**config.mk**
```make
export PLATFORM = sky130hd
export DESIGN_NAME = apb_subsystem
export DESIGN_NICKNAME = d
export VERILOG_FILES = /design/src/rtl/apb_subsystem_pkg.sv /design/src/rtl/ahb_addr_decode.sv /design/src/rtl/apb_bridge_fsm.sv /design/src/rtl/apb_gpio.sv /design/src/rtl/apb_subsystem.sv
export SDC_FILE = /design/constraint.sdc
export NUM_CORES = 1
export LEC_CHECK = 0
export BUFFER_PORTS_ARGS = -buffer_cell sky130_fd_sc_hd__buf_2
export CAP_MARGIN = 20
export CORE_AREA = 2 2 143 145
export CTS_BUF_LIST = sky130_fd_sc_hd__clkbuf_2
export CTS_CLUSTER_DIAMETER = 150
export DETAILED_ROUTE_END_ITERATION = 8
export DIE_AREA = 0 0 145 147
export GPL_ROUTABILITY_DRIVEN = 1
export PLACE_DENSITY = 0.67
export SYNTH_ARGS = -nofsm -noshare
export SYNTH_HDL_FRONTEND = slang
export SYNTH_SLANG_ARGS = --single-unit
```
**constraint.sdc**
```tcl
create_clock -name tb_hclk23 -period 4.6 [get_ports tb_hclk23]
set_clock_uncertainty 0.15 [all_clocks]
set_input_delay 0.23 -clock tb_hclk23 [delete_from_list [all_inputs] [get_ports tb_hclk23]]
set_output_delay 0.23 -clock tb_hclk23 [all_outputs]
set_load 0.005 [all_outputs]
```
**src/rtl/apb_subsystem_pkg.sv**
```systemverilog
// Word accesses only; slot field is haddr[15:12], register field is haddr[4:2]
package apb_subsystem_pkg;

  // ============================================================
  // Bus widths
  // ============================================================
  localparam int ADDR_W = 32;  // AHB and APB address
  localparam int DATA_W = 32;  // AHB and APB data

  // Slot field in the AHB address
  localparam int SLOT_LSB = 12;
  localparam int SLOT_W   = 4;
  localparam logic [SLOT_W-1:0] SLOT_GPIO0 = 4'd0;  // 16 pin block
  localparam logic [SLOT_W-1:0] SLOT_GPIO1 = 4'd1;  // 8 pin block

  // Register word offset field
  localparam int OFF_LSB = 2;
  localparam int OFF_W   = 3;

  // AHB transfer types
  localparam logic [1:0] HTRANS_IDLE   = 2'b00;
  localparam logic [1:0] HTRANS_BUSY   = 2'b01;
  localparam logic [1:0] HTRANS_NONSEQ = 2'b10;
  localparam logic [1:0] HTRANS_SEQ    = 2'b11;

  // ============================================================
  // GPIO register map, word offsets
  // ============================================================
  localparam logic [OFF_W-1:0] REG_DATA_OUT = 3'd0;  // Byte 0x00
  localparam logic [OFF_W-1:0] REG_DIR      = 3'd1;  // Byte 0x04, 1 = drive
  localparam logic [OFF_W-1:0] REG_DATA_IN  = 3'd2;  // Byte 0x08, read only
  localparam logic [OFF_W-1:0] REG_IRQ_MASK = 3'd3;  // Byte 0x0C
  localparam logic [OFF_W-1:0] REG_IRQ_STAT = 3'd4;  // Byte 0x10, W1C

  // Default pin widths per slot
  localparam int GPIO0_W = 16;
  localparam int GPIO1_W = 8;

endpackage

```
**src/rtl/ahb_addr_decode.sv**
```systemverilog
// Word transfers only; haddr bits outside 15:12 and 4:2 are ignored, one request at a time
`timescale 1ns/1ps

module ahb_addr_decode (
  input  logic                                  tb_hclk23,
  input  logic                                  hresetn23,
  input  logic                                  i_hsel,
  input  logic [apb_subsystem_pkg::ADDR_W-1:0]  i_haddr,
  input  logic [1:0]                            i_htrans,
  input  logic                                  i_hwrite,
  input  logic                                  i_hready,   // Bridge ready fed back
  output logic                                  o_req_valid,
  output logic                                  o_req_slot,
  output logic [apb_subsystem_pkg::OFF_W-1:0]   o_req_offset,
  output logic                                  o_req_write,
  output logic                                  o_req_err
);

  logic                                trans_active;  // NONSEQ or SEQ
  logic                                accept;        // Address phase taken this edge
  logic [apb_subsystem_pkg::SLOT_W-1:0] slot_field;
  logic                                hit_gpio0;
  logic                                hit_gpio1;

  // ============================================================
  // Address phase qualification
  // ============================================================
  always_comb begin
    case (i_htrans)
      apb_subsystem_pkg::HTRANS_NONSEQ,
      apb_subsystem_pkg::HTRANS_SEQ:    trans_active = 1'b1;
      apb_subsystem_pkg::HTRANS_IDLE,
      apb_subsystem_pkg::HTRANS_BUSY:   trans_active = 1'b0;  // No request
      default:                          trans_active = 1'b0;
    endcase
  end

  assign accept = i_hsel && trans_active && i_hready;

  // Slot decode
  assign slot_field = i_haddr[apb_subsystem_pkg::SLOT_LSB +: apb_subsystem_pkg::SLOT_W];
  assign hit_gpio0  = (slot_field == apb_subsystem_pkg::SLOT_GPIO0);
  assign hit_gpio1  = (slot_field == apb_subsystem_pkg::SLOT_GPIO1);

  // Valid pulse lasts one cycle since ready drops behind it
  always_ff @(posedge tb_hclk23) begin
    if (!hresetn23) begin
      o_req_valid <= 1'b0;
    end else begin
      o_req_valid <= accept;
    end
  end

  // Request fields stay put until the next accept
  // so the bridge still sees them in the access cycle
  always_ff @(posedge tb_hclk23) begin
    if (accept) begin
      o_req_slot   <= hit_gpio1;
      o_req_offset <= i_haddr[apb_subsystem_pkg::OFF_LSB +: apb_subsystem_pkg::OFF_W];
      o_req_write  <= i_hwrite;
      o_req_err    <= !(hit_gpio0 || hit_gpio1);  // Unmapped slot
    end
  end

endmodule

```
**src/rtl/apb_bridge_fsm.sv**
```systemverilog
// Zero wait state APB slaves only (no pready); hresp is the one bit AHB-Lite form
`timescale 1ns/1ps

module apb_bridge_fsm (
  input  logic                                 tb_hclk23,
  input  logic                                 hresetn23,
  input  logic                                 i_req_valid,   // Marks the setup cycle
  input  logic                                 i_req_slot,
  input  logic [apb_subsystem_pkg::OFF_W-1:0]  i_req_offset,
  input  logic                                 i_req_write,
  input  logic                                 i_req_err,
  input  logic [apb_subsystem_pkg::DATA_W-1:0] i_hwdata,
  input  logic [apb_subsystem_pkg::DATA_W-1:0] i_prdata0,
  input  logic [apb_subsystem_pkg::DATA_W-1:0] i_prdata1,
  output logic                                 o_psel0,
  output logic                                 o_psel1,
  output logic                                 o_penable,
  output logic                                 o_pwrite,
  output logic [apb_subsystem_pkg::OFF_W-1:0]  o_paddr,
  output logic [apb_subsystem_pkg::DATA_W-1:0] o_pwdata,
  output logic [apb_subsystem_pkg::DATA_W-1:0] o_hrdata,
  output logic                                 o_hready,
  output logic                                 o_hresp
);

  // ============================================================
  // States
  // ============================================================
  // SETUP doubles as ERR1 and ACCESS as ERR2, told apart by i_req_err
  localparam logic [1:0] ST_IDLE   = 2'd0;
  localparam logic [1:0] ST_SETUP  = 2'd1;
  localparam logic [1:0] ST_ACCESS = 2'd2;

  logic [1:0]                          st_q;     // Registered state
  logic [1:0]                          st;       // Current state seen by outputs
  logic [1:0]                          st_d;
  logic                                xfer;     // Mapped transfer in flight
  logic [apb_subsystem_pkg::DATA_W-1:0] wdata_q;  // Write data held for access

  // A fresh request always means setup this cycle
  assign st = i_req_valid ? ST_SETUP : st_q;

  always_comb begin
    case (st)
      ST_SETUP:  st_d = ST_ACCESS;  // Setup is always one cycle
      ST_ACCESS: st_d = ST_IDLE;    // No pready, so access ends here
      default:   st_d = ST_IDLE;
    endcase
  end

  always_ff @(posedge tb_hclk23) begin
    if (!hresetn23) begin
      st_q <= ST_IDLE;
    end else begin
      st_q <= st_d;
    end
  end

  // ============================================================
  // APB side
  // ============================================================
  assign xfer      = (st != ST_IDLE) && !i_req_err;
  assign o_psel0   = xfer && !i_req_slot;
  assign o_psel1   = xfer && i_req_slot;
  assign o_penable = xfer && (st == ST_ACCESS);  // Second APB cycle
  assign o_pwrite  = i_req_write;
  assign o_paddr   = i_req_offset;

  // hwdata first shows up in setup, captured at its end
  always_ff @(posedge tb_hclk23) begin
    if (st == ST_SETUP) begin
      wdata_q <= i_hwdata;
    end
  end

  assign o_pwdata = (st == ST_ACCESS) ? wdata_q : i_hwdata;

  // ============================================================
  // AHB response
  // ============================================================
  assign o_hready = (st != ST_SETUP);                // Low for exactly one cycle
  assign o_hresp  = (st != ST_IDLE) && i_req_err;    // Two cycle ERROR

  // Read data of the addressed slot, zero otherwise
  always_comb begin
    o_hrdata = '0;
    if (xfer && (st == ST_ACCESS)) begin
      o_hrdata = i_req_slot ? i_prdata1 : i_prdata0;
    end
  end

endmodule

```
**src/rtl/apb_gpio.sv**
```systemverilog
// PIN_W from 1 to 32; bits above PIN_W read zero; input pins are asynchronous and get synchronized
`timescale 1ns/1ps

module apb_gpio #(
  parameter int PIN_W = 16
) (
  input  logic                                 tb_hclk23,
  input  logic                                 hresetn23,
  input  logic                                 i_psel,
  input  logic                                 i_penable,
  input  logic                                 i_pwrite,
  input  logic [apb_subsystem_pkg::OFF_W-1:0]  i_paddr,
  input  logic [apb_subsystem_pkg::DATA_W-1:0] i_pwdata,
  input  logic [PIN_W-1:0]                     i_pins,
  output logic [apb_subsystem_pkg::DATA_W-1:0] o_prdata,
  output logic [PIN_W-1:0]                     o_pins_out,
  output logic [PIN_W-1:0]                     o_pins_oe,
  output logic                                 o_irq
);

  logic [PIN_W-1:0] dout_q;    // REG_DATA_OUT
  logic [PIN_W-1:0] dir_q;     // REG_DIR
  logic [PIN_W-1:0] mask_q;    // REG_IRQ_MASK
  logic [PIN_W-1:0] stat_q;    // REG_IRQ_STAT, sticky
  logic [PIN_W-1:0] sync1_q;   // First synchronizer stage
  logic [PIN_W-1:0] sync2_q;   // Seen as REG_DATA_IN
  logic [PIN_W-1:0] prev_q;    // Last synchronized value
  logic [PIN_W-1:0] rise;
  logic [PIN_W-1:0] clr;       // W1C bits
  logic [PIN_W-1:0] wr_bits;
  logic             wr_en;     // Write at end of access

  // ============================================================
  // Register writes
  // ============================================================
  assign wr_en   = i_psel && i_penable && i_pwrite;
  assign wr_bits = i_pwdata[PIN_W-1:0];
  assign rise    = sync2_q & ~prev_q;
  assign clr     = (wr_en && (i_paddr == apb_subsystem_pkg::REG_IRQ_STAT)) ? wr_bits : '0;

  always_ff @(posedge tb_hclk23) begin
    if (!hresetn23) begin
      dout_q  <= '0;
      dir_q   <= '0;
      mask_q  <= '0;
      stat_q  <= '0;
      sync1_q <= '0;
      sync2_q <= '0;
      prev_q  <= '0;
    end else begin
      sync1_q <= i_pins;
      sync2_q <= sync1_q;
      prev_q  <= sync2_q;
      stat_q  <= (stat_q & ~clr) | rise;  // New edge beats the clear
      if (wr_en && (i_paddr == apb_subsystem_pkg::REG_DATA_OUT)) dout_q <= wr_bits;
      if (wr_en && (i_paddr == apb_subsystem_pkg::REG_DIR))      dir_q  <= wr_bits;
      if (wr_en && (i_paddr == apb_subsystem_pkg::REG_IRQ_MASK)) mask_q <= wr_bits;
    end
  end

  // Read mux, zero extended to the bus
  always_comb begin
    o_prdata = '0;
    case (i_paddr)
      apb_subsystem_pkg::REG_DATA_OUT: o_prdata[PIN_W-1:0] = dout_q;
      apb_subsystem_pkg::REG_DIR:      o_prdata[PIN_W-1:0] = dir_q;
      apb_subsystem_pkg::REG_DATA_IN:  o_prdata[PIN_W-1:0] = sync2_q;
      apb_subsystem_pkg::REG_IRQ_MASK: o_prdata[PIN_W-1:0] = mask_q;
      apb_subsystem_pkg::REG_IRQ_STAT: o_prdata[PIN_W-1:0] = stat_q;
      default:                         o_prdata = '0;  // Unused offsets
    endcase
  end

  assign o_pins_out = dout_q;
  assign o_pins_oe  = dir_q;
  assign o_irq      = |(stat_q & mask_q);

endmodule

```
**src/rtl/apb_subsystem.sv**
```systemverilog
// Single AHB master, word transfers only; slot 0 and 1 are GPIO, other slots answer ERROR
`timescale 1ns/1ps

module apb_subsystem #(
  parameter int GPIO0_W = apb_subsystem_pkg::GPIO0_W,
  parameter int GPIO1_W = apb_subsystem_pkg::GPIO1_W
) (
  input  logic                                 tb_hclk23,
  input  logic                                 hresetn23,
  input  logic                                 i_hsel,
  input  logic [apb_subsystem_pkg::ADDR_W-1:0] i_haddr,
  input  logic [1:0]                           i_htrans,
  input  logic                                 i_hwrite,
  input  logic [apb_subsystem_pkg::DATA_W-1:0] i_hwdata,
  output logic [apb_subsystem_pkg::DATA_W-1:0] o_hrdata,
  output logic                                 o_hready,
  output logic                                 o_hresp,
  input  logic [GPIO0_W-1:0]                   i_gpio0_in,
  output logic [GPIO0_W-1:0]                   o_gpio0_out,
  output logic [GPIO0_W-1:0]                   o_gpio0_oe,
  input  logic [GPIO1_W-1:0]                   i_gpio1_in,
  output logic [GPIO1_W-1:0]                   o_gpio1_out,
  output logic [GPIO1_W-1:0]                   o_gpio1_oe,
  output logic                                 o_irq
);

  // ============================================================
  // Internal wiring
  // ============================================================
  logic                                 req_valid;
  logic                                 req_slot;
  logic [apb_subsystem_pkg::OFF_W-1:0]  req_offset;
  logic                                 req_write;
  logic                                 req_err;
  logic                                 psel0;
  logic                                 psel1;
  logic                                 penable;
  logic                                 pwrite;
  logic [apb_subsystem_pkg::OFF_W-1:0]  paddr;
  logic [apb_subsystem_pkg::DATA_W-1:0] pwdata;
  logic [apb_subsystem_pkg::DATA_W-1:0] prdata0;
  logic [apb_subsystem_pkg::DATA_W-1:0] prdata1;
  logic                                 irq0;
  logic                                 irq1;

  // Decode stage, ready comes straight back from the bridge
  ahb_addr_decode i_decode (
    .tb_hclk23(tb_hclk23), .hresetn23(hresetn23),
    .i_hsel(i_hsel), .i_haddr(i_haddr), .i_htrans(i_htrans), .i_hwrite(i_hwrite),
    .i_hready(o_hready),
    .o_req_valid(req_valid), .o_req_slot(req_slot), .o_req_offset(req_offset),
    .o_req_write(req_write), .o_req_err(req_err)
  );

  apb_bridge_fsm i_bridge (
    .tb_hclk23(tb_hclk23), .hresetn23(hresetn23),
    .i_req_valid(req_valid), .i_req_slot(req_slot), .i_req_offset(req_offset),
    .i_req_write(req_write), .i_req_err(req_err), .i_hwdata(i_hwdata),
    .i_prdata0(prdata0), .i_prdata1(prdata1),
    .o_psel0(psel0), .o_psel1(psel1), .o_penable(penable), .o_pwrite(pwrite),
    .o_paddr(paddr), .o_pwdata(pwdata),
    .o_hrdata(o_hrdata), .o_hready(o_hready), .o_hresp(o_hresp)
  );

  apb_gpio #(.PIN_W(GPIO0_W)) i_gpio0 (  // Slot 0
    .tb_hclk23(tb_hclk23), .hresetn23(hresetn23),
    .i_psel(psel0), .i_penable(penable), .i_pwrite(pwrite), .i_paddr(paddr),
    .i_pwdata(pwdata), .i_pins(i_gpio0_in),
    .o_prdata(prdata0), .o_pins_out(o_gpio0_out), .o_pins_oe(o_gpio0_oe), .o_irq(irq0)
  );

  apb_gpio #(.PIN_W(GPIO1_W)) i_gpio1 (  // Slot 1
    .tb_hclk23(tb_hclk23), .hresetn23(hresetn23),
    .i_psel(psel1), .i_penable(penable), .i_pwrite(pwrite), .i_paddr(paddr),
    .i_pwdata(pwdata), .i_pins(i_gpio1_in),
    .o_prdata(prdata1), .o_pins_out(o_gpio1_out), .o_pins_oe(o_gpio1_oe), .o_irq(irq1)
  );

  assign o_irq = irq0 | irq1;  // Shared interrupt line

endmodule

```
# Word-level counts from Yosys, hierarchy flattened
# Index checks and enable logic that the tools add are counted.
# totals
register_bits	193
in_bits	94
output_inout_bits	83
wordCells	86
# classes
n_eq_ne	11
n_mux	10
bitwise_logic	13
reduce_logical	31
# op_table
operator	n
$pmux W16 S5	1
$and A16 B16 Y16	3
$mux W16	3
$pmux W8 S5	1
$mux W32	1
$not A16 Y16	2
$and A8 B8 Y8	3
$logic_and A1 B1 Y1	19
$not A8 Y8	2
$or A16 B16 Y16	1
$reduce_or A16 Y1	1
$mux W8	1
$or A8 B8 Y8	1
$reduce_or A8 Y1	1
$eq A2 B2 Y1 const B	3
$eq A3 B2 Y1 const B	2
$eq A2 B1 Y1 const B	2
$eq A4 B1 Y1 const B	1
$logic_not A4 Y1	1
$mux W2	2
$reduce_or A2 Y1	2
$eq A3 B1 Y1 const B	1
$eq A3 B3 Y1 const B	1
$logic_not A1 Y1	3
7 further kinds	7

# Depth between registers and ports, before layout
# Gate-level depths: netlist (run 1).
# logic_depth
word_depth	11
depth_mapped	8
mapped_depth_nobuf	4

# Cells and area by module
# From an unflattened synthesis (run 1), not the netlist that was laid out.
# hier_totals
hier_cells	898
area_unflattened_um2	9177.6
# modules_own_cells
module	n_inst	cells_each	area_per_inst_um2	seq_area_each_um2
apb_gpio at i_gpio0	1	472	4536.9	2242.2
apb_gpio at i_gpio1	1	259	2428.6	1121.1
apb_bridge_fsm	1	155	1975.6	980.9
ahb_addr_decode	1	11	230.2	200.2
apb_subsystem	1	1	6.3	0.0

# Worst setup path before layout (run 1)
# OpenSTA, ideal clock, no wires.
# synth_timing
kind	reg-to-output
startpoint	register i_decode.o_req_offset[1] (netlist name)
endpoint	output o_hrdata[6] (netlist name)
arrival_time_ns	1.608
required_ns	4.220
slack_ns	2.612
stages_incl_launch_ff	6
path_buffers	2
path_cell_list	edfxtp_1 buf_4 or2_4 a2111oi_4 buf_6 a22o_2
# synth_between
elab_chain_len	4
elab_cells_between_ends	9
classes_between	4 x eq/ne; 4 x mux; 1 x reduce/logical
# synth_rtl
element	line	source
start, declared	ahb_addr_decode.sv:14	output logic [apb_subsystem_pkg::OFF_W-1:0] o_req_offset,
start signal, assigned	ahb_addr_decode.sv:59	o_req_offset <= i_haddr[apb_subsystem_pkg::OFF_LSB +: apb_subsystem_pkg::OFF_W];
$eq A3 B3 Y1 (tied with other cells)	apb_gpio.sv:64	case (i_paddr)
$pmux W16 S5 or $pmux W8 S5 (tied branches)	apb_gpio.sv:64	
$mux W16 (*)	apb_bridge_fsm.sv:88	o_hrdata = i_req_slot ? i_prdata1 : i_prdata0;
$mux W32 (*)	apb_bridge_fsm.sv:87	if (xfer && (st == ST_ACCESS)) begin
end, declared	apb_subsystem.sv:15	output logic [apb_subsystem_pkg::DATA_W-1:0] o_hrdata,
# Mark *: on every way between the ends. The rest lies on a longest branch, timed or not.

# Worst setup path after layout (run 1)
# layout_timing
startpoint	register i_decode.o_req_offset[0] (netlist name)
endpoint	output o_hrdata[0] (netlist name)
# The elaborated chain is that of the path after synthesis.

==> results of run 1 <==
cell families after synthesis:
kind of cell / synth area share [%]
buffers and inverters: 6.713
flip-flops: 52.54
other: 0.04848
multiplexers: 5.565
AND/OR/NAND/NOR: 12.39
AO/OA/AOI/OAI: 22.74
synthesized netlist by cell type (2+ instances only):
library cell / instances
nor4b_4: 2
dfxtp_1: 170
nand2_1: 96
a22oi_1: 58
inv_1: 26
o211a_1: 72
o211ai_1: 24
and2_1: 58
nor4_4: 2
buf_1: 3
o22ai_1: 24
mux2_2: 24
nand4_1: 5
a22o_2: 2
a22o_1: 7
a2111oi_4: 2
buf_2: 16
buf_4: 20
buf_6: 5
and4_1: 2
mux2i_1: 16
o21ai_0: 24
nor2_1: 2
edfxtp_1: 22
nor2b_1: 2
clkbuf_1: 29
cell type report:
class | instances | area (sq um) | area share [%]
diodes | 1 | 2.502 | 0.02545
clock buffers | 18 | 90.09 | 0.9163
clock inverters | 14 | 177.7 | 1.807
inverters | 28 | 107.6 | 1.094
multi-input cells | 447 | 3213 | 32.68
flip-flops and latches | 192 | 4064 | 41.33
well taps | 270 | 337.8 | 3.436
repair buffers | 245 | 1839 | 18.71
worst max path at each step:
stage                                   from           to  slack, ns  cells past startpoint
detailed placement  i_decode.o_req_offset[0]  o_hrdata[0]       1.76                      5
global placement    i_decode.o_req_offset[0]  o_hrdata[0]       1.73                      5
floorplan           i_decode.o_req_offset[1]  o_hrdata[6]       2.61                      5
finish              i_decode.o_req_offset[0]  o_hrdata[0]       0.91                      5
CTS                 i_decode.o_req_offset[0]  o_hrdata[0]       0.82                      5
global route        i_decode.o_req_offset[0]  o_hrdata[0]       0.73                      5
layer usage:
| metal | global-route usage (%) | vias to the layer above | wire [um] |
|---|---|---|---|
| met1 | 26.25 | 2999 | 9269 |
| met4 | 5.941 | 0 | 388 |
| met3 | 4.689 | 24 | 1514 |
| li1 | - | 3015 | - |
| met2 | 31.79 | 241 | 9687 |
| met5 | 0 | - | 0 |
worst max-delay path: cells and delay by family (launching register included):
kind / cells / cell delay, ns
flops: 1 / 0.73
simple gates: 1 / 0.31
compound gates: 2 / 1.04
buf+inv: 2 / 0.48
power by group:
group,switching (mW),internal (mW),total [mW]
clock network,0.592,0.319,0.910
logic,0.111,0.121,0.232
registers,0.0314,1.74,1.78
placed cells by master (no fill, tap or decap), drive strengths merged, types with 3 or more instances in the layout:
master,Yosys,routed
and2,58,58
buf,44,133
o21ai,24,24
a22o,9,9
a22oi,58,58
dlygate4sd3,0,112
edfxtp,22,22
clkbuf,30,18
conb,1,16
o211ai,24,24
nand4,5,5
nor2b,3,3
inv,28,36
o22ai,24,24
dfxtp,170,170
nor2,3,3
o211a,72,72
mux2,24,24
nand2,96,96
mux2i,16,16
bufinv,0,3
sequential cells by signal, summed over array words and instances, names as in the netlist:
signal                 count
i_decode.o_req_offset      3
i_gpio0.prev_q            16
i_decode.o_req_write       1
i_decode.o_req_slot        1
i_gpio0.sync1_q           16
i_bridge.wdata_q          16
i_bridge.st_q              1
i_gpio1.sync2_q            8
i_gpio0.o_pins_oe         16
i_gpio1.prev_q             8
i_gpio1.o_pins_oe          8
i_decode.o_req_valid       1
i_gpio1.sync1_q            8
i_gpio0.mask_q            16
i_gpio1.stat_q             8
i_gpio0.stat_q            16
i_decode.o_req_err         1
i_gpio0.sync2_q           16
i_gpio1.mask_q             8
i_gpio1.o_pins_out         8
i_gpio0.o_pins_out        16
what timing repair did:
| action | 4_1_cts | 5_1_grt |
|---|---|---|
| endpoints found under the setup margin | 0 | 0 |
| hold endpoints to repair | 174 | 1 |
| hold buffers | 111 | 1 |
stage by stage:
| step | area, sq um | utilization, % | hold WS, ns |
|---|---|---|---|
| after CTS | 9819 | 49.48 | 0.002836 |
| final | 9832 | 49.55 | 0.07775 |
| after global routing | 9832 | 49.55 | 0.0002204 |
| after global placement | 8441 | 42.53 | 0.2510 |
| after floorplan | 7791 | - | 0.1789 |
| after detailed placement | 8441 | 42.53 | 0.2571 |
==> impl_results.md, run 1 <==
* Status: completed
* Ys Warns at 0
* Leakage at 4.898 nW
* Pre-CTS WS at 1.764 ns
* DRC violations left at 0
* Initial DRC Count at 584
* CP Launch Type: register
* Setup TNS at 0 ns
* Number of setup buffers added after CTS at 0
* Hold Crit Class: primary input to register
* Cells after DPL at 1070
* Die height at 147 um
* Cell Pwr Density at 296.9 nW/um^2
* 1st-pass router iterations at 5
* Slowest CP cell: a2111oi_4
* Post-synth top area share at 44.00%
* Least-Margin Pin Slew at 0.9742 ns
* Unique masters post-synth at 39
* Worst rel slew slack at 33.19%
* Total Power at 2.919 mW
* Area Growth Syn to Fin at 27.11%
* Global placement routability congestion at 0.8244
* CP required at 4.22 ns
* FP Rows at 52
* Register bit total from synthesis at 192
* Final hold viol count at 0
* Worst r2r path cells at 5
* Synthesized instance count at 726
* Clk slew on worst S/H paths at 0.25 ns
* Clock latency at the later pin of the worst-skew pair at 0.77 ns
* Largest net degree at the start of global routing at 81
* Fmax at 0.2709 GHz
* Final ANT Viol Nets at 0
* CTS Buffer Depth at 2
* I/O Buffers at 118
* Worst Hold Endpoint: i_bridge.wdata_q[7]
* Critical path arrival at 3.31 ns
* Register area share after synthesis at 52.54%
* Initial antenna violation count at 1
* WL final at 20860 um
* Fillers at 1827
* CP Cell Sequence: buf_4 -> or2_4 -> a2111oi_4 -> a22o_1 -> buf_2
* CTS tree: yes
* Share of cells above drive strength 1 at 21.82%
* Root buf cell: clkbuf_2
* Async SR Flop Fraction at 0%
* Core Footprint at 19840 sq um
* Hold Crit Depth at 2
* Min Tclk post-route at 3.691 ns
* Critical path type: register to output pin
* Syn Std Cell Area at 7735 sq um
* RSZ-0062 raised after global routing: false
* Area leader, netlist: dfxtp_1
* Final Non-Filler Cells at 1215
* Tcrit/Tclk final at 80.23%
* Avg WL per Cell at 17.17 um
* I/O pins at 177
* Min-delay src: i_hwdata[7]
* Post-synth EDFFs at 22
* Reg2reg start: i_decode.o_req_offset[0]
* Vias in the first global route at 5926
* GRT Total Usage at 19.66%
* Nets at 1025
* Cts repair resizes at 0
* Synth Flop Type: dfxtp_1
* Vias per inst at 5.168
* Post-Syn Area per Cell at 10.65 sq um
* CP endpoint kind: output pin
* Final worst slack at 0.9092 ns
* H-Tree Depth at 4
* Synth top area cells: dfxtp_1, o211a_1, edfxtp_1, a22oi_1, and2_1
* Number of CTS-inserted buffers at 17
* Setup slack, reg-to-reg at 1.79 ns
* Die W at 145 um
* Slew Viols, Final at 0
* Vias at 6279
* Peak supply drop at 0.1807 mV
* Final setup violation count at 0
* Critical Path Fanout Max at 17
* Die area at 21320 sq um
* Reg-to-Reg End: i_gpio0.stat_q[15]
* Max_cap viols at 0
* Initial Util at 38.98%
* CTS sink count at 192
* Dpl hpwl at 13670 um
* Grt ovf at 0
* Slowest cell delay on critical path at 0.76 ns
* First-pass GRT wire length at 32710 um
(Power assumes the default switching activity.)
==> run 2: changes to the inputs <==
Settings changed: PLACE_DENSITY 0.67 to 0.69.
Clock period 4.6 ns to 3 ns, I/O delays scaled along.
==> run 2 against run 1 <==
  * Worst hold slack lost 0.020 ns
  * Sequential share of layout area shrank 1.5 points
  * Worst setup slack lost 0.86 ns
  * Die area is the same
  * Non-clock buffer count grew 35
  * First-iteration DRC count shrank 7.7%
  * Critical path depth grew 2
  * Total power grew 51%
  * Largest power group unchanged
  * Highest routed layer unchanged
  * Clock power grew 43%
  * Global-route usage grew 0.056 points
==> impl_results.md, run 2 (synthesized netlist as in run 1, its figures left out) <==
* Worst rel slew slack at 48.33%
* Most frequent cells in the layout: dfxtp_1, buf_2, dlygate4sd3_1, nand2_1, o211a_1
* Avg WL per Cell at 17.08 um
* Global placement routability congestion at 0.8002
* GRT Total Usage at 19.71%
* Min-delay src: i_haddr[13]
* CP endpoint kind: output pin
* Routed length on met2 at 10030 um
* Worst r2r path cells at 8
* Area Growth Syn to Fin at 31.82%
* Final ANT Viol Nets at 0
* Dpl hpwl at 13790 um
* Setup TNS at 0 ns
* Peak supply drop at 0.3512 mV
* Root buf cell: clkbuf_2
* Crit-path leading delay family: buffers and inverters
* Setup slack, reg-to-reg at 0.54 ns
* First-pass GRT wire length at 33020 um
* Core Footprint at 19840 sq um
* Hold Crit Depth at 3
* FP Rows at 52
* Worst Hold Endpoint: i_decode.o_req_err
* Initial DRC Count at 539
* 1st-pass router iterations at 7
* Cell Pwr Density at 433.7 nW/um^2
* CP required at 2.70 ns
* M1 WL at 9403 um
* Critical path arrival at 2.65 ns
* Critical path type: register to output pin
* Reg-to-Reg End: i_gpio1.stat_q[6]
* Die area at 21320 sq um
* Vias per inst at 5.181
* Reg2reg start: i_decode.o_req_offset[0]
* Vias in the first global route at 6098
* Number of CTS-inserted buffers at 17
* DRC violations left at 0
* Final hold viol count at 0
* Clk slew on worst S/H paths at 0.23 ns
* Vias at 6476
* CTS sink count at 192
* Routed met3 length at 1543 um
* Final setup violation count at 0
* Status: completed
* Critical Path Fanout Max at 8
* Die height at 147 um
* Slowest CP cell: edfxtp_1
* Initial Util at 38.98%
* Slowest cell delay on critical path at 0.47 ns
* Clock latency at the later pin of the worst-skew pair at 0.78 ns
* RSZ-0062 raised after global routing: true
* Fmax at 0.3386 GHz
* Max_cap viols at 0
* Leakage at 5.109 nW
* Nets at 1060
* Least-Margin Pin Slew at 0.7535 ns
* Initial antenna violation count at 1
* Total Power at 4.422 mW
* Tcrit/Tclk final at 98.45%
* CTS Buffer Depth at 2
* CP Launch Type: register
* WL final at 21350 um
* Commonest non-fill, non-tap cell in the layout: dfxtp_1
* H-Tree Depth at 4
* Grt ovf at 0
* Uppermost layer routed: met4
* I/O pins at 177
* Crit path from: i_decode.o_req_offset[0]
* Min Tclk post-route at 2.954 ns
* Critical path buffers and inverters at 4
* Share of cells above drive strength 1 at 24.00%
* CP Cell Sequence: buf_12 -> or2_4 -> a2111oi_4 -> buf_4 -> buf_8 -> a22o_1 -> buf_2
* Slew Viols, Final at 0
* CTS tree: yes
* Hold Slack at 0.05823 ns
* Largest net degree at the start of global routing at 76
* Die W at 145 um
* Hold Crit Class: primary input to register
* I/O Buffers at 118
* Fillers at 1812
-- run 2: cell type report --
cell class | count | area (sq um) | share of cell area (%)
clock buffer | 19 | 95.09 | 0.9326
sequential | 192 | 4064 | 39.86
tap | 270 | 337.8 | 3.313
multi-input combinational | 447 | 3229 | 31.67
antenna | 1 | 2.502 | 0.02454
inverter | 28 | 107.6 | 1.055
clock inverter | 13 | 143.9 | 1.411
timing repair buffer | 280 | 2216 | 21.73
-- run 2: worst register-to-register path: cells and delay by family (launching register included) --
family,cells,cell delay [ns]
compound gates,2,0.48
buf+inv,4,0.62
flops,1,0.47
simple gates,2,0.66
-- run 2: worst max-delay path by stage --
stage                     slack [ns]                 to  cells past startpoint
after floorplan                 1.09        o_hrdata[6]                      5
after global placement          0.53  i_gpio1.stat_q[1]                      4
after detailed placement        0.54  i_gpio1.stat_q[6]                      4
after CTS                      0.003        o_hrdata[1]                      7
after global routing           -0.06        o_hrdata[3]                      7
final                           0.05        o_hrdata[3]                      7
-- run 2: stage by stage --
stage               utilization (%)  cells  instance area (sq um)  setup slack [ns]
global placement              43.03   1083                   8538            0.5330
detailed placement            43.03   1083                   8538            0.5399
finish                        51.38   1250                  10200           0.04637
global route                  51.38   1250                  10200          -0.06486
CTS                           50.28   1234                   9978          0.003487
floorplan                         -    741                   7791             1.092
-- run 2: per-layer routing --
layer	track usage (%)	up-vias
li1	-	3080
met1	26.14	3114
met2	32.52	245
met3	4.130	37
met4	5.990	0
met5	0	-
-- run 2: power by group --
group / internal [mW] / leakage [nW] / switching [mW]
registers: 2.67 / 1.59 / 0.0408
clock network: 0.459 / 0.150 / 0.846
logic: 0.219 / 3.37 / 0.184
total: 3.35 / 5.11 / 1.07
-- run 2: timing repair --
item                                    4_1_cts  5_1_grt
gates resized for setup                       4       11
pin swaps                                     1        5
cloned                                        0        3
setup buffers                                 3       13
hold buffers                                116        0
endpoints found under the hold margin       181        0
endpoints found under the setup margin       16       16
==> run 3: changes to the inputs <==
==> constraint.sdc (replaced) <==
create_clock -name tb_hclk23 -period 3 [get_ports tb_hclk23]
set_clock_uncertainty 0.15 [all_clocks]
set_input_delay 0.6 -clock tb_hclk23 [delete_from_list [all_inputs] [get_ports tb_hclk23]]
set_output_delay 0.6 -clock tb_hclk23 [all_outputs]
set_load 0.05 [all_outputs]
==> run 3 against run 2 <==
  * Global-route usage rose by 0.25 points
  * Sequential cell count stayed put
  * The run now ends with negative setup slack left
  * Total power shrank 3.3%
  * Highest routed layer unchanged
  * Clock power is 11% lower
  * Die area did not move
  * Combinational power decreased by 2%
  * Routed wire length decreased by 1.4%
  * Worst setup slack lost 0.43 ns
  * Sequential share of layout area up 1.5 points
  * Critical path depth unchanged
  * Register-to-register slack better by 0.07 ns
==> impl_results.md, run 3 (synthesized netlist as in run 1, its figures left out) <==
* Status: finished, violations left
* Failing checks: negative setup slack
* Final worst slack at -0.3874 ns
* Hold Crit Class: primary input to register
* Slew Viols, Final at 0
* Cell Pwr Density at 435.0 nW/um^2
* CTS sink count at 192
* FP Rows at 52
* Initial antenna violation count at 1
* Nets at 1002
* CP Launch Type: register
* Critical Path Fanout Max at 25
* Initial DRC Count at 441
* Largest net degree at the start of global routing at 75
* Tcrit/Tclk final at 112.9%
* Vias per inst at 5.168
* Min Tclk post-route at 3.387 ns
* Worst rel slew slack at 48.86%
* Die area at 21320 sq um
* Final Non-Filler Cells at 1192
* Core Footprint at 19840 sq um
* RSZ-0062 raised after global routing: true
* Commonest non-fill, non-tap cell in the layout: dfxtp_1
* Final setup violation count at 16
* Cells after DPL at 1087
* Critical path arrival at 2.64 ns
* Vias in the first global route at 6029
* I/O pins at 177
* Final Util at 49.52%
* WL final at 21060 um
* Fillers at 1815
* 1st-pass router iterations at 5
* Max_cap viols at 0
* Avg WL per Cell at 17.67 um
* Leakage at 4.868 nW
* Global placement routability congestion at 0.8138
* Min-delay src: i_htrans[1]
* Peak supply drop at 0.2163 mV
* Reg2reg start: i_decode.o_req_offset[2]
* Critical path type: register to output pin
* First-pass GRT wire length at 33240 um
* Setup slack, reg-to-reg at 0.61 ns
* Clk slew on worst S/H paths at 0.30 ns
* Die W at 145 um
* CTS Buffer Depth at 2
* Crit path from: i_decode.o_req_offset[2]
* Least-Margin Pin Slew at 0.7457 ns
* Number of CTS-inserted buffers at 17
* Clock latency at the later pin of the worst-skew pair at 0.81 ns
* CP required at 2.25 ns
* Final ANT Viol Nets at 0
* Dpl hpwl at 13930 um
* DRC violations left at 0
* Root buf cell: clkbuf_2
* I/O Buffers at 118
* Initial Util at 38.98%
* Fmax at 0.2952 GHz
* GRT Total Usage at 19.96%
* CTS tree: yes
* Most frequent cells in the layout: dfxtp_1, buf_2, nand2_1, o211a_1, dlygate4sd3_1
* Die height at 147 um
* Final hold viol count at 0
* Grt ovf at 0
* H-Tree Depth at 4
* CP endpoint kind: output pin
* Share of cells above drive strength 1 at 28.23%
* Vias at 6160
* Area Growth Syn to Fin at 27.05%
-- run 3: cell count changes in the layout (fill, tap and decap cells not counted), moves of 4 or more --
cell,before,now
buf_2,117,100
clkinvlp_4,1,6
buf_6,3,17
a22oi_1,58,49
clkinv_2,4,0
dlygate4sd3_1,116,57
and2_4,0,6
a22oi_2,0,9
buf_8,1,6
and2_1,58,52
-- run 3: routing by layer --
metal	part of all wire, %	GRT usage, %
met2	47	32.67
met5	0	0
met3	5.6	4.938
met4	1.3	5.842
met1	46	26.29
-- run 3: cell type report --
type                    count  area [sq um]  area share, %
clock inverters            13         103.9          1.057
repair buffers            222          1780          18.12
clock buffers              19         95.09         0.9677
multi-input cells         447          3332          33.91
flip-flops and latches    192          4068          41.39
diodes                      1         2.502        0.02546
inverters                  28         107.6          1.095
well taps                 270         337.8          3.438
-- run 3: critical path, stage by stage (launching register included) --
cell,delay (ns)
edfxtp_1,0.58
buf_6,0.18
nor2b_4,0.18
buf_12,0.22
a22oi_1,0.11
o22ai_2,0.17
a22o_1,0.20
buf_6,0.17
-- run 3: worst paths after layout --
| kind | end | cells past startpoint |
|---|---|---|
| worst max-delay path | o_hrdata[1] | 7 |
| worst max register to register | i_gpio0.mask_q[2] | 7 |
| worst min-delay path | i_decode.o_req_offset[2] | 2 |
| worst min register to register | i_gpio0.stat_q[15] | 1 |
-- run 3: report_power, final --
group | internal, mW | switching, mW | total (mW)
registers | 2.68 | 0.0440 | 2.72
logic | 0.174 | 0.222 | 0.395
clock network | 0.238 | 0.922 | 1.16
total | 3.09 | 1.19 | 4.27
-- run 3: per-stage QoR --
step / area, sq um / hold slack, ns / worst slack [ns] / total power [mW] / setup TNS, ns
6_report: 9827 / 0.1475 / -0.3874 / 4.275 / -5.361
5_1_grt: 9827 / 0.09648 / -0.5209 / 4.447 / -7.685
4_1_cts: 9746 / 0.1139 / -0.4118 / 4.305 / -5.896
3_5_place_dp: 8606 / 0.2581 / 0.3338 / 3.074 / 0
3_3_place_gp: 8606 / 0.2503 / 0.3452 / 3.069 / 0
2_1_floorplan: 7791 / 0.2488 / 0.3552 / 2.971 / 0
-- run 3: timing repair --
| item | in CTS | in global routing |
|---|---|---|
| hold buffers | 57 | 0 |
| setup endpoints to repair | 16 | 17 |
| buffers inserted | 12 | 0 |
| pin swaps | 6 | 5 |
| hold endpoints to repair | 61 | 0 |
| gates resized for setup | 66 | 18 |
| gates cloned | 3 | 0 |
